<file path="config.mk">
export PLATFORM = sky130hd
export DESIGN_NAME = idStage
export DESIGN_NICKNAME = d
export VERILOG_FILES = /design/src/rtl/ctrlPkg.sv /design/src/rtl/isaPkg.sv /design/src/rtl/idStage.sv /design/src/rtl/pipeReg.sv /design/src/rtl/exceptionDetect.sv /design/src/rtl/branchUnit.sv /design/src/rtl/writebackDecoder.sv /design/src/rtl/memDecoder.sv /design/src/rtl/aluDecoder.sv
export SDC_FILE = /design/constraint.sdc
export NUM_CORES = 1
export LEC_CHECK = 0
export BUFFER_PORTS_ARGS = -buffer_cell sky130_fd_sc_hd__buf_2
export CORE_MARGIN = 4
export CORE_UTILIZATION = 50
export DETAILED_ROUTE_END_ITERATION = 7
export GPL_TIMING_DRIVEN = 0
export PLACE_DENSITY_LB_ADDON = 0.1
export SYNTH_ARGS = -nofsm -noshare
export SYNTH_HDL_FRONTEND = slang
export SYNTH_SLANG_ARGS = --single-unit
export TNS_END_PERCENT = 30
</file>
<file path="constraint.sdc">
create_clock -name clk -period 5 [get_ports clk]
set_clock_uncertainty 0.05 [all_clocks]
set_input_delay 0.5 -clock clk [delete_from_list [all_inputs] [get_ports clk]]
set_output_delay 0.5 -clock clk [all_outputs]
set_load 0.02 [all_outputs]
</file>
<file path="src/rtl/ctrlPkg.sv">
package ctrlPkg;

	// --------------------
	// Execute-stage selects
	typedef enum logic [3:0] {
		aluAdd, aluAddu, aluSub, aluSubu,
		aluAnd, aluOr, aluXor, aluNor,
		aluSlt, aluSltu,
		aluSll, aluSrl, aluSra,
		aluNone
	} aluOp_t;

	typedef enum logic [1:0] {
		extZero = 2'b00,
		extSign = 2'b01,
		extLui  = 2'b10 // Immediate goes to the upper half
	} extOp_t;

	typedef enum logic [1:0] {
		npcSeq    = 2'b00,
		npcBranch = 2'b01,
		npcJump   = 2'b10,
		npcReg    = 2'b11
	} npcOp_t;

	typedef enum logic [1:0] {
		wbAlu  = 2'b00,
		wbImm  = 2'b01,
		wbLink = 2'b10, // Return address
		wbMem  = 2'b11
	} wbSel_t;

	typedef enum logic [1:0] {
		dstRt   = 2'b00,
		dstRd   = 2'b01,
		dstLink = 2'b10
	} dstSel_t;

	// Five access kinds need a third bit
	typedef enum logic [2:0] {
		memByte, memByteU, memHalf, memHalfU, memWord
	} memSize_t;

	// Result of comparing rs against zero in register read
	typedef enum logic [1:0] {
		cmpZero = 2'b00,
		cmpPos  = 2'b01,
		cmpNeg  = 2'b10
	} cmpSign_t;

	// --------------------
	// Exception codes, as in the Cause register
	typedef logic [4:0] excCode_t;

	localparam excCode_t excNone = 5'd0;
	localparam excCode_t excSys  = 5'd8;
	localparam excCode_t excBp   = 5'd9;
	localparam excCode_t excRi   = 5'd10;

	// --------------------
	// Payloads of the decode-to-execute register
	typedef struct packed {
		aluOp_t   aluOp;
		logic     shiftByShamt;
		extOp_t   extOp;
		logic     regWrite;
		dstSel_t  dstSel;
		wbSel_t   wbSel;
		logic     memRead;
		logic     memWrite;
		memSize_t memSize;
		logic     isBranch;
	} ctrlWord_t;

	typedef struct packed {
		logic     exception;
		excCode_t excCode;
		logic     inDelaySlot;
	} excInfo_t;

endpackage

</file>
<file path="src/rtl/isaPkg.sv">
package isaPkg;

	// --------------------
	// Instruction word fields
	localparam int instrWidth = 32;
	localparam int opWidth = 6;
	localparam int functWidth = 6;
	localparam int regWidth = 5;

	localparam logic [regWidth-1:0] linkReg = 5'd31; // Written by jal and the linking branches

	// --------------------
	// Primary opcodes that the decoder keeps
	typedef enum logic [opWidth-1:0] {
		opSpecial = 6'b000000,
		opRegimm  = 6'b000001,
		opJ       = 6'b000010,
		opJal     = 6'b000011,
		opBeq     = 6'b000100,
		opBne     = 6'b000101,
		opBlez    = 6'b000110,
		opBgtz    = 6'b000111,
		opAddi    = 6'b001000,
		opAddiu   = 6'b001001,
		opSlti    = 6'b001010,
		opSltiu   = 6'b001011,
		opAndi    = 6'b001100,
		opOri     = 6'b001101,
		opXori    = 6'b001110,
		opLui     = 6'b001111,
		opBeql    = 6'b010100, // Likely forms nullify the slot when not taken
		opBnel    = 6'b010101,
		opBlezl   = 6'b010110,
		opBgtzl   = 6'b010111,
		opLb      = 6'b100000,
		opLh      = 6'b100001,
		opLw      = 6'b100011,
		opLbu     = 6'b100100,
		opLhu     = 6'b100101,
		opSb      = 6'b101000,
		opSh      = 6'b101001,
		opSw      = 6'b101011
	} opcode_t;

	// SPECIAL function codes
	typedef enum logic [functWidth-1:0] {
		fnSll  = 6'b000000, fnSrl  = 6'b000010, fnSra     = 6'b000011,
		fnSllv = 6'b000100, fnSrlv = 6'b000110, fnSrav    = 6'b000111,
		fnJr   = 6'b001000, fnJalr = 6'b001001, fnSyscall = 6'b001100,
		fnBreak = 6'b001101,
		fnAdd  = 6'b100000, fnAddu = 6'b100001, fnSub     = 6'b100010,
		fnSubu = 6'b100011, fnAnd  = 6'b100100, fnOr      = 6'b100101,
		fnXor  = 6'b100110, fnNor  = 6'b100111, fnSlt     = 6'b101010,
		fnSltu = 6'b101011
	} funct_t;

	// REGIMM branches, selected by the rt field
	typedef enum logic [regWidth-1:0] {
		rtBltz   = 5'b00000,
		rtBgez   = 5'b00001,
		rtBltzl  = 5'b00010,
		rtBgezl  = 5'b00011,
		rtBltzal = 5'b10000,
		rtBgezal = 5'b10001
	} regimm_t;

endpackage
</file>
<file path="src/rtl/idStage.sv">
module idStage (
	input  logic                          clk,
	input  logic                          rst,
	input  logic [isaPkg::instrWidth-1:0] instr,
	input  logic                          instrValid,
	input  logic                          stall,
	input  logic                          flush,
	input  logic                          fetchExc,
	input  ctrlPkg::excCode_t             fetchExcCode,
	input  logic                          cmpEq,
	input  ctrlPkg::cmpSign_t             cmpSign,
	output ctrlPkg::npcOp_t               npcOp,
	output logic                          nullifySlot,
	output logic                          exValid,
	output ctrlPkg::aluOp_t               exAluOp,
	output logic                          exShiftByShamt,
	output ctrlPkg::extOp_t               exExtOp,
	output logic                          exRegWrite,
	output ctrlPkg::dstSel_t              exDstSel,
	output ctrlPkg::wbSel_t               exWbSel,
	output logic                          exMemRead,
	output logic                          exMemWrite,
	output ctrlPkg::memSize_t             exMemSize,
	output logic                          exIsBranch,
	output logic                          exException,
	output ctrlPkg::excCode_t             exExcCode,
	output logic                          exInDelaySlot
);
	import ctrlPkg::*;

	aluOp_t    aluOp;
	logic      shiftByShamt;
	extOp_t    extOp;
	logic      regWrite;
	dstSel_t   dstSel;
	wbSel_t    wbSel;
	logic      memRead;
	logic      memWrite;
	memSize_t  memSize;
	logic      isBranch;
	logic      exception;
	excCode_t  excCode;
	logic      inDelaySlot;
	ctrlWord_t idCtrl;
	ctrlWord_t exCtrl;
	excInfo_t  idExc;
	excInfo_t  exExc;

	// --------------------
	// Decoders
	aluDecoder aluDec (.instr(instr), .aluOp(aluOp), .shiftByShamt(shiftByShamt), .extOp(extOp));

	memDecoder memDec (.instr(instr), .memRead(memRead), .memWrite(memWrite), .memSize(memSize));

	writebackDecoder wbDec (.instr(instr), .regWrite(regWrite), .dstSel(dstSel), .wbSel(wbSel));

	branchUnit branch (
		.instr(instr), .cmpEq(cmpEq), .cmpSign(cmpSign),
		.isBranch(isBranch), .npcOp(npcOp), .nullifySlot(nullifySlot)
	);

	exceptionDetect excDet (
		.clk(clk), .rst(rst), .instr(instr),
		.regWrite(regWrite), .memWrite(memWrite), .isBranch(isBranch),
		.prevBranch(exIsBranch), // Branch now in execute makes this one its slot
		.flush(flush), .fetchExc(fetchExc), .fetchExcCode(fetchExcCode),
		.exception(exception), .excCode(excCode), .inDelaySlot(inDelaySlot)
	);

	// --------------------
	// Decode-to-execute registers
	assign idCtrl = '{aluOp: aluOp, shiftByShamt: shiftByShamt, extOp: extOp,
		regWrite: regWrite, dstSel: dstSel, wbSel: wbSel, memRead: memRead,
		memWrite: memWrite, memSize: memSize, isBranch: isBranch};
	assign idExc = '{exception: exception, excCode: excCode, inDelaySlot: inDelaySlot};

	pipeReg #(.payload_t(ctrlWord_t)) ctrlReg (
		.clk(clk), .rst(rst), .inValid(instrValid), .stall(stall), .flush(flush),
		.inData(idCtrl), .outValid(exValid), .outData(exCtrl)
	);

	pipeReg #(.payload_t(excInfo_t)) excReg ( // Its valid copy matches exValid
		.clk(clk), .rst(rst), .inValid(instrValid), .stall(stall), .flush(flush),
		.inData(idExc), .outValid(), .outData(exExc)
	);

	assign exAluOp = exCtrl.aluOp;
	assign exShiftByShamt = exCtrl.shiftByShamt;
	assign exExtOp = exCtrl.extOp;
	assign exRegWrite = exCtrl.regWrite;
	assign exDstSel = exCtrl.dstSel;
	assign exWbSel = exCtrl.wbSel;
	assign exMemRead = exCtrl.memRead;
	assign exMemWrite = exCtrl.memWrite;
	assign exMemSize = exCtrl.memSize;
	assign exIsBranch = exCtrl.isBranch;
	assign exException = exExc.exception;
	assign exExcCode = exExc.excCode;
	assign exInDelaySlot = exExc.inDelaySlot;

endmodule

</file>
<file path="src/rtl/pipeReg.sv">
module pipeReg #(
	parameter type payload_t = logic
) (
	input  logic     clk,
	input  logic     rst,
	input  logic     inValid,
	input  logic     stall,
	input  logic     flush,
	input  payload_t inData,
	output logic     outValid,
	output payload_t outData
);

	always_ff @(posedge clk) begin
		if (!rst || flush) begin
			outValid <= 1'b0;
			outData <= '0; // Controls read as inactive after a bubble
		end
		else if (!stall) begin
			outValid <= inValid;
			outData <= inData;
		end
	end

	// A flush must beat a stall in the same cycle
	assert property (@(posedge clk) disable iff (!rst) flush |=> !outValid)
		else $error("stage still valid after flush");

endmodule

</file>
<file path="src/rtl/exceptionDetect.sv">
module exceptionDetect (
	input  logic                          clk,
	input  logic                          rst,
	input  logic [isaPkg::instrWidth-1:0] instr,
	input  logic                          regWrite,
	input  logic                          memWrite,
	input  logic                          isBranch,
	input  logic                          prevBranch,
	input  logic                          flush,
	input  logic                          fetchExc,
	input  ctrlPkg::excCode_t             fetchExcCode,
	output logic                          exception,
	output ctrlPkg::excCode_t             excCode,
	output logic                          inDelaySlot
);
	import isaPkg::*;
	import ctrlPkg::*;

	logic                  resetHold;
	logic                  isBreak;
	logic                  isSyscall;
	logic                  known;

	assign isBreak = (instr[instrWidth-1 -: opWidth] == opSpecial)
		&& (instr[functWidth-1:0] == fnBreak);
	assign isSyscall = (instr[instrWidth-1 -: opWidth] == opSpecial)
		&& (instr[functWidth-1:0] == fnSyscall);

	// Anything that changes state is a recognized instruction
	assign known = regWrite || memWrite || isBranch || isBreak || isSyscall;

	always_ff @(posedge clk) begin
		if (!rst)
			resetHold <= 1'b1; // Decode holds garbage in the first cycle out of reset
		else
			resetHold <= 1'b0;
	end

	// --------------------
	// Priority: fetch, reserved, break, syscall
	always_comb begin
		exception = 1'b1;
		excCode = excNone;
		if (fetchExc)
			excCode = fetchExcCode;
		else if (!known && !resetHold && !flush)
			excCode = excRi;
		else if (isBreak)
			excCode = excBp;
		else if (isSyscall)
			excCode = excSys;
		else
			exception = 1'b0;
	end

	assign inDelaySlot = prevBranch; // The previous instruction was a branch or jump

	// Fetch must never hand over an exception with an empty code
	assert property (@(posedge clk) disable iff (!rst) exception == (excCode != excNone))
		else $error("exception flag and code disagree");

endmodule

</file>
<file path="src/rtl/branchUnit.sv">
module branchUnit (
	input  logic [isaPkg::instrWidth-1:0] instr,
	input  logic                          cmpEq,
	input  ctrlPkg::cmpSign_t             cmpSign,
	output logic                          isBranch,
	output ctrlPkg::npcOp_t               npcOp,
	output logic                          nullifySlot
);
	import isaPkg::*;
	import ctrlPkg::*;

	logic [opWidth-1:0]    op;
	logic [functWidth-1:0] funct;
	logic [regWidth-1:0]   rt;
	logic                  taken;
	logic                  likely;

	assign op = instr[instrWidth-1 -: opWidth];
	assign funct = instr[functWidth-1:0];
	assign rt = instr[16 +: regWidth];

	// --------------------
	// Condition of each conditional branch
	always_comb begin
		isBranch = 1'b0;
		taken = 1'b0; // Only conditional branches set this
		likely = 1'b0;
		npcOp = npcSeq;
		case (op)
			opBeq, opBeql: begin
				isBranch = 1'b1;
				taken = cmpEq;
				likely = (op == opBeql);
			end
			opBne, opBnel: begin
				isBranch = 1'b1;
				taken = !cmpEq;
				likely = (op == opBnel);
			end
			opBlez, opBlezl: begin
				isBranch = 1'b1;
				taken = (cmpSign != cmpPos);
				likely = (op == opBlezl);
			end
			opBgtz, opBgtzl: begin
				isBranch = 1'b1;
				taken = (cmpSign == cmpPos);
				likely = (op == opBgtzl);
			end
			opRegimm: begin
				case (rt)
					rtBltz, rtBltzl, rtBltzal: begin
						isBranch = 1'b1;
						taken = (cmpSign == cmpNeg);
					end
					rtBgez, rtBgezl, rtBgezal: begin
						isBranch = 1'b1;
						taken = (cmpSign != cmpNeg);
					end
					default: isBranch = 1'b0;
				endcase
				likely = (rt == rtBltzl || rt == rtBgezl);
			end
			opJ, opJal: begin
				isBranch = 1'b1;
				npcOp = npcJump;
			end
			opSpecial: begin
				if (funct == fnJr || funct == fnJalr) begin
					isBranch = 1'b1;
					npcOp = npcReg;
				end
			end
			default: isBranch = 1'b0;
		endcase
		if (taken)
			npcOp = npcBranch;
	end

	assign nullifySlot = likely && !taken; // Skip the slot of a likely branch that falls through

	// No clock reaches this block, so the check is a deferred one
	always_comb begin
		assert final (!nullifySlot || isBranch)
			else $error("nullifySlot raised for a non-branch instruction");
	end

endmodule

</file>
<file path="src/rtl/writebackDecoder.sv">
module writebackDecoder (
	input  logic [isaPkg::instrWidth-1:0] instr,
	output logic                          regWrite,
	output ctrlPkg::dstSel_t              dstSel,
	output ctrlPkg::wbSel_t               wbSel
);
	import isaPkg::*;
	import ctrlPkg::*;

	logic [opWidth-1:0]    op;
	logic [functWidth-1:0] funct;
	logic [regWidth-1:0]   rt;

	assign op = instr[instrWidth-1 -: opWidth];
	assign funct = instr[functWidth-1:0];
	assign rt = instr[16 +: regWidth];

	always_comb begin
		regWrite = 1'b0;
		dstSel = dstRt;
		wbSel = wbAlu;
		case (op)
			opSpecial: begin
				dstSel = dstRd;
				case (funct)
					fnAdd, fnAddu, fnSub, fnSubu, fnAnd, fnOr, fnXor, fnNor,
					fnSlt, fnSltu, fnSll, fnSrl, fnSra, fnSllv, fnSrlv, fnSrav:
						regWrite = 1'b1;
					fnJalr: begin
						regWrite = 1'b1;
						wbSel = wbLink;
					end
					default: regWrite = 1'b0; // jr, break, syscall and dropped functs write nothing
				endcase
			end
			opAddi, opAddiu, opSlti, opSltiu, opAndi, opOri, opXori: regWrite = 1'b1;
			opLui: begin
				regWrite = 1'b1;
				wbSel = wbImm;
			end
			opLb, opLh, opLw, opLbu, opLhu: begin
				regWrite = 1'b1;
				wbSel = wbMem;
			end
			opJal: begin
				regWrite = 1'b1;
				dstSel = dstLink;
				wbSel = wbLink;
			end
			opRegimm: begin
				if (rt == rtBltzal || rt == rtBgezal) begin // Link even when not taken
					regWrite = 1'b1;
					dstSel = dstLink;
					wbSel = wbLink;
				end
			end
			default: regWrite = 1'b0;
		endcase
	end

endmodule

</file>
<file path="src/rtl/memDecoder.sv">
module memDecoder (
	input  logic [isaPkg::instrWidth-1:0] instr,
	output logic                          memRead,
	output logic                          memWrite,
	output ctrlPkg::memSize_t             memSize
);
	import isaPkg::*;
	import ctrlPkg::*;

	logic [opWidth-1:0] op;

	assign op = instr[instrWidth-1 -: opWidth];

	always_comb begin
		memRead = 1'b0;
		memWrite = 1'b0;
		memSize = memWord;
		case (op)
			opLb: begin
				memRead = 1'b1;
				memSize = memByte;
			end
			opLbu: begin
				memRead = 1'b1;
				memSize = memByteU;
			end
			opLh: begin
				memRead = 1'b1;
				memSize = memHalf;
			end
			opLhu: begin
				memRead = 1'b1;
				memSize = memHalfU;
			end
			opLw: memRead = 1'b1;
			opSb: begin
				memWrite = 1'b1;
				memSize = memByte; // Stores never extend so the signed codes serve
			end
			opSh: begin
				memWrite = 1'b1;
				memSize = memHalf;
			end
			opSw: memWrite = 1'b1;
			default: memSize = memWord;
		endcase
	end

endmodule

</file>
<file path="src/rtl/aluDecoder.sv">
module aluDecoder (
	input  logic [isaPkg::instrWidth-1:0] instr,
	output ctrlPkg::aluOp_t               aluOp,
	output logic                          shiftByShamt,
	output ctrlPkg::extOp_t               extOp
);
	import isaPkg::*;
	import ctrlPkg::*;

	logic [opWidth-1:0]    op;
	logic [functWidth-1:0] funct;

	assign op = instr[instrWidth-1 -: opWidth];
	assign funct = instr[functWidth-1:0];

	always_comb begin
		aluOp = aluNone; // Branches, jumps and lui leave the ALU idle
		shiftByShamt = 1'b0;
		extOp = extZero;
		case (op)
			opSpecial: begin
				case (funct)
					fnAdd:  aluOp = aluAdd;
					fnAddu: aluOp = aluAddu;
					fnSub:  aluOp = aluSub;
					fnSubu: aluOp = aluSubu;
					fnAnd:  aluOp = aluAnd;
					fnOr:   aluOp = aluOr;
					fnXor:  aluOp = aluXor;
					fnNor:  aluOp = aluNor;
					fnSlt:  aluOp = aluSlt;
					fnSltu: aluOp = aluSltu;
					fnSllv: aluOp = aluSll;
					fnSrlv: aluOp = aluSrl;
					fnSrav: aluOp = aluSra;
					fnSll: begin
						aluOp = aluSll;
						shiftByShamt = 1'b1; // Constant shifts take the amount from shamt
					end
					fnSrl: begin
						aluOp = aluSrl;
						shiftByShamt = 1'b1;
					end
					fnSra: begin
						aluOp = aluSra;
						shiftByShamt = 1'b1;
					end
					default: aluOp = aluNone;
				endcase
			end
			opAddi: begin
				aluOp = aluAdd;
				extOp = extSign;
			end
			opAddiu: begin
				aluOp = aluAddu;
				extOp = extSign;
			end
			opSlti: begin
				aluOp = aluSlt;
				extOp = extSign;
			end
			opSltiu: begin
				aluOp = aluSltu;
				extOp = extSign; // Sign extended, then compared unsigned
			end
			opAndi: aluOp = aluAnd;
			opOri:  aluOp = aluOr;
			opXori: aluOp = aluXor;
			opLui:  extOp = extLui;
			// Address is base plus sign extended offset
			opLb, opLh, opLw, opLbu, opLhu, opSb, opSh, opSw: begin
				aluOp = aluAdd;
				extOp = extSign;
			end
			default: aluOp = aluNone;
		endcase
	end

endmodule

</file>
==> metrics.yaml <==
setup_viol: 0
p_leak_nw: 0.811
cts_buffer_depth: 2
syn_area_um2: 1630
hp-class: "primary input to flip-flop"
synth_cell_types: 49
avgViaCountPerCell: 5.68
grt_overflow: 0
grt_use_total_pct: 21.6
max_clock_freq_mhz: 336
start_util_pct: 52.9
cts_resized: 0
place.gp.congestion: 0.822
synth_warnings: 0
grt_pass1_wl_um: 7270
wirelength_um: 4500
wl_per_cell_um: 14.2
tritoncts_num_sinks: 27
fin_nets: 319
period_needed_ns: 2.98
r2r-start: "excDet.resetHold$_DFF_P_"
drtIter0Drc: 99
core_um2: 3080
critical_path.startpoint: "instr[28]"
grt_pass1_vias: 1569
layout_commonest_cell: "buf_2"
drtPass1Iterations: 5
cap_violations: 0
max-vdd-ir-drop_mv: 0.153
syn_area_per_cell_um2: 7.57
antenna_found_initial: 0
cts_buffers: 3
cp_top_family: "simple AND/OR/NAND/NOR gates"
die_area_um2: 4230
layout_common_cells: "buf_2 (53), nor2_1 (30), dfxtp_1 (27)"
hold_violations: 0
syn-num-nets: 261
ctsHoldBuffers: 0
synth-async-reset-ratio_pct: 0
ys_seq_area_share_pct: 33.2
rows: 20
hold-worst-slack_ns: 0.271
setup-tns-final_ns: 0
diodes: 0
ys_top_cells_by_area: "dfxtp_1 (33%), nor2_1 (6.9%), a21oi_1 (5.8%)"
synth_top_area_share_pct: 33.2
powerDensity_nw_per_um2: 206
ioPinCount: 75
drive_gt1_share_pct: 23.2
slowest_stage: "or4_4"
syn2layout_area_growth_pct: 21.3
die_w_um: 65.1
critPathArrivalTime_ns: 2.43
clkLatencyLatePin_ns: 0.32
ys_ff_latch: 27
crit_type: "primary input to output pin"
status: "finished clean"
route.detailed.drc: 0
drtAntennaViolNets: 0
worstMarginPinSlew_ns: 0.675
die_h_um: 65.1
cp_cell_sequence: "buf_2, or4_4, buf_6, or4_4, nor4_1, a31oi_1, and2_1, buf_2"
cts_tree: "yes"
slew_viol_final: 0
syn_inst: 215
synth_edf_count: 0
cts.clk_slew.worst_paths_ns: 0.14
rsz0062_at_grt: "no"
hold_start: "rst"
via_count: 1794
ys.flop_type: "dfxtp_1"
cts_root_buf: "clkbuf_4"
portBuffers: 53
cp_max_fo: 6
slew_headroom_pct: 54.4
cpPeakStageDelay_ns: 0.52
cp-end-kind: "output pin"
cp.required_ns: 4.45
post-synth-top-area-cell: "dfxtp_1"
htreeDepth: 1
crit_path_start_kind: "primary input"
post_cts_buffers: 0
grt_max_degree: 15
cp_num_buf_inv: 3
final.period_utilization_pct: 59.6
dp.final_hpwl_um: 3450
per-layer routing:
metal | GRT usage, % | vias to the layer above | wire [um]
li1 | - | 890 | -
met1 | 28.8 | 807 | 1970
met2 | 34.7 | 89 | 2110
met3 | 5.03 | 8 | 368
met4 | 6.22 | 0 | 48
met5 | 0 | - | 0
area by class of cell:
cell class | count | area (um2)
repair buffers | 53 | 265
clock buffers | 4 | 26.3
well taps | 44 | 55.1
inverters | 11 | 41.3
flip-flops and latches | 27 | 541
fillers | 320 | 1100
plain buffers | 20 | 90.1
multi-input cells | 157 | 956
registers in the layout, indices dropped and copies added, names as in the netlist:
| register | cells |
|---|---|
| excDet.resetHold | 1 |
| ctrlReg.outValid | 1 |
| ctrlReg.outData | 18 |
| excReg.outData | 7 |
synth_stat cells, types with 2 or more instances:
cell type and n:
a221oi_1 4, xnor2_1 2, nor3_1 6, a31oi_1 2, mux2i_1 3, a211oi_1 4
o21a_1 2, nor2_1 30, and2_1 2, nand3_1 4, nand4b_1 3, o21ai_0 8
dfxtp_1 27, nor3b_1 3, nand2_1 13, buf_6 2, a21oi_1 19, or4_4 2
nor2b_1 8, o22ai_1 2, clkbuf_1 15, a21o_1 2, a22oi_1 3, buf_1 3
a211o_1 2, inv_1 11, nor4_1 6, nor4bb_1 2, nand2b_1 4, a2111oi_0 2
logic make-up (layout without fill, tap and decap cells):
family	count (synthesis)	in the layout	synth area share, %
and+or+nand+nor	90	90	29.7
DFF	27	27	33.2
buffers and inverters	31	88	8.07
xor gates and xnor gates	3	3	1.61
AOI/OAI and AO/OA	59	59	24.1
muxes	5	5	3.23
where the power goes:
part	total (mW)	internal [mW]	leakage [nW]	switching, mW
sequential	0.222	0.220	0.219	0.00195
clock	0.0932	0.0313	0.0150	0.0619
combinational	0.0925	0.0358	0.577	0.0567
total	0.408	0.287	0.811	0.121
metrics by stage:
stage | util [%] | std cells | power [mW] | worst slack, ns | area [um2]
after detailed placement | 63.3 | 312 | 0.318 | 2.04 | 1950
after global routing | 64.1 | 316 | 0.430 | 1.88 | 1970
final | 64.1 | 316 | 0.408 | 2.02 | 1970
after global placement | 63.3 | 312 | 0.317 | 2.05 | 1950
after floorplan | - | 215 | 0.287 | 2.31 | 1630
after CTS | 64.1 | 316 | 0.411 | 2.04 | 1970
path summary, 6_finish.rpt:
| kind | end | slack, ns | cells past startpoint |
|---|---|---|---|
| setup / recovery | nullifySlot | 2.02 | 8 |
| hold / removal | excDet.resetHold$_DFF_P_ | 0.27 | 2 |
| setup reg to reg | excReg.outData[6]$_SDFFE_PP0N_ | 3.76 | 3 |
| hold reg to reg | ctrlReg.outData[7]$_SDFFE_PP0N_ | 0.43 | 2 |
No activity file was read; power rests on OpenSTA's default activity.
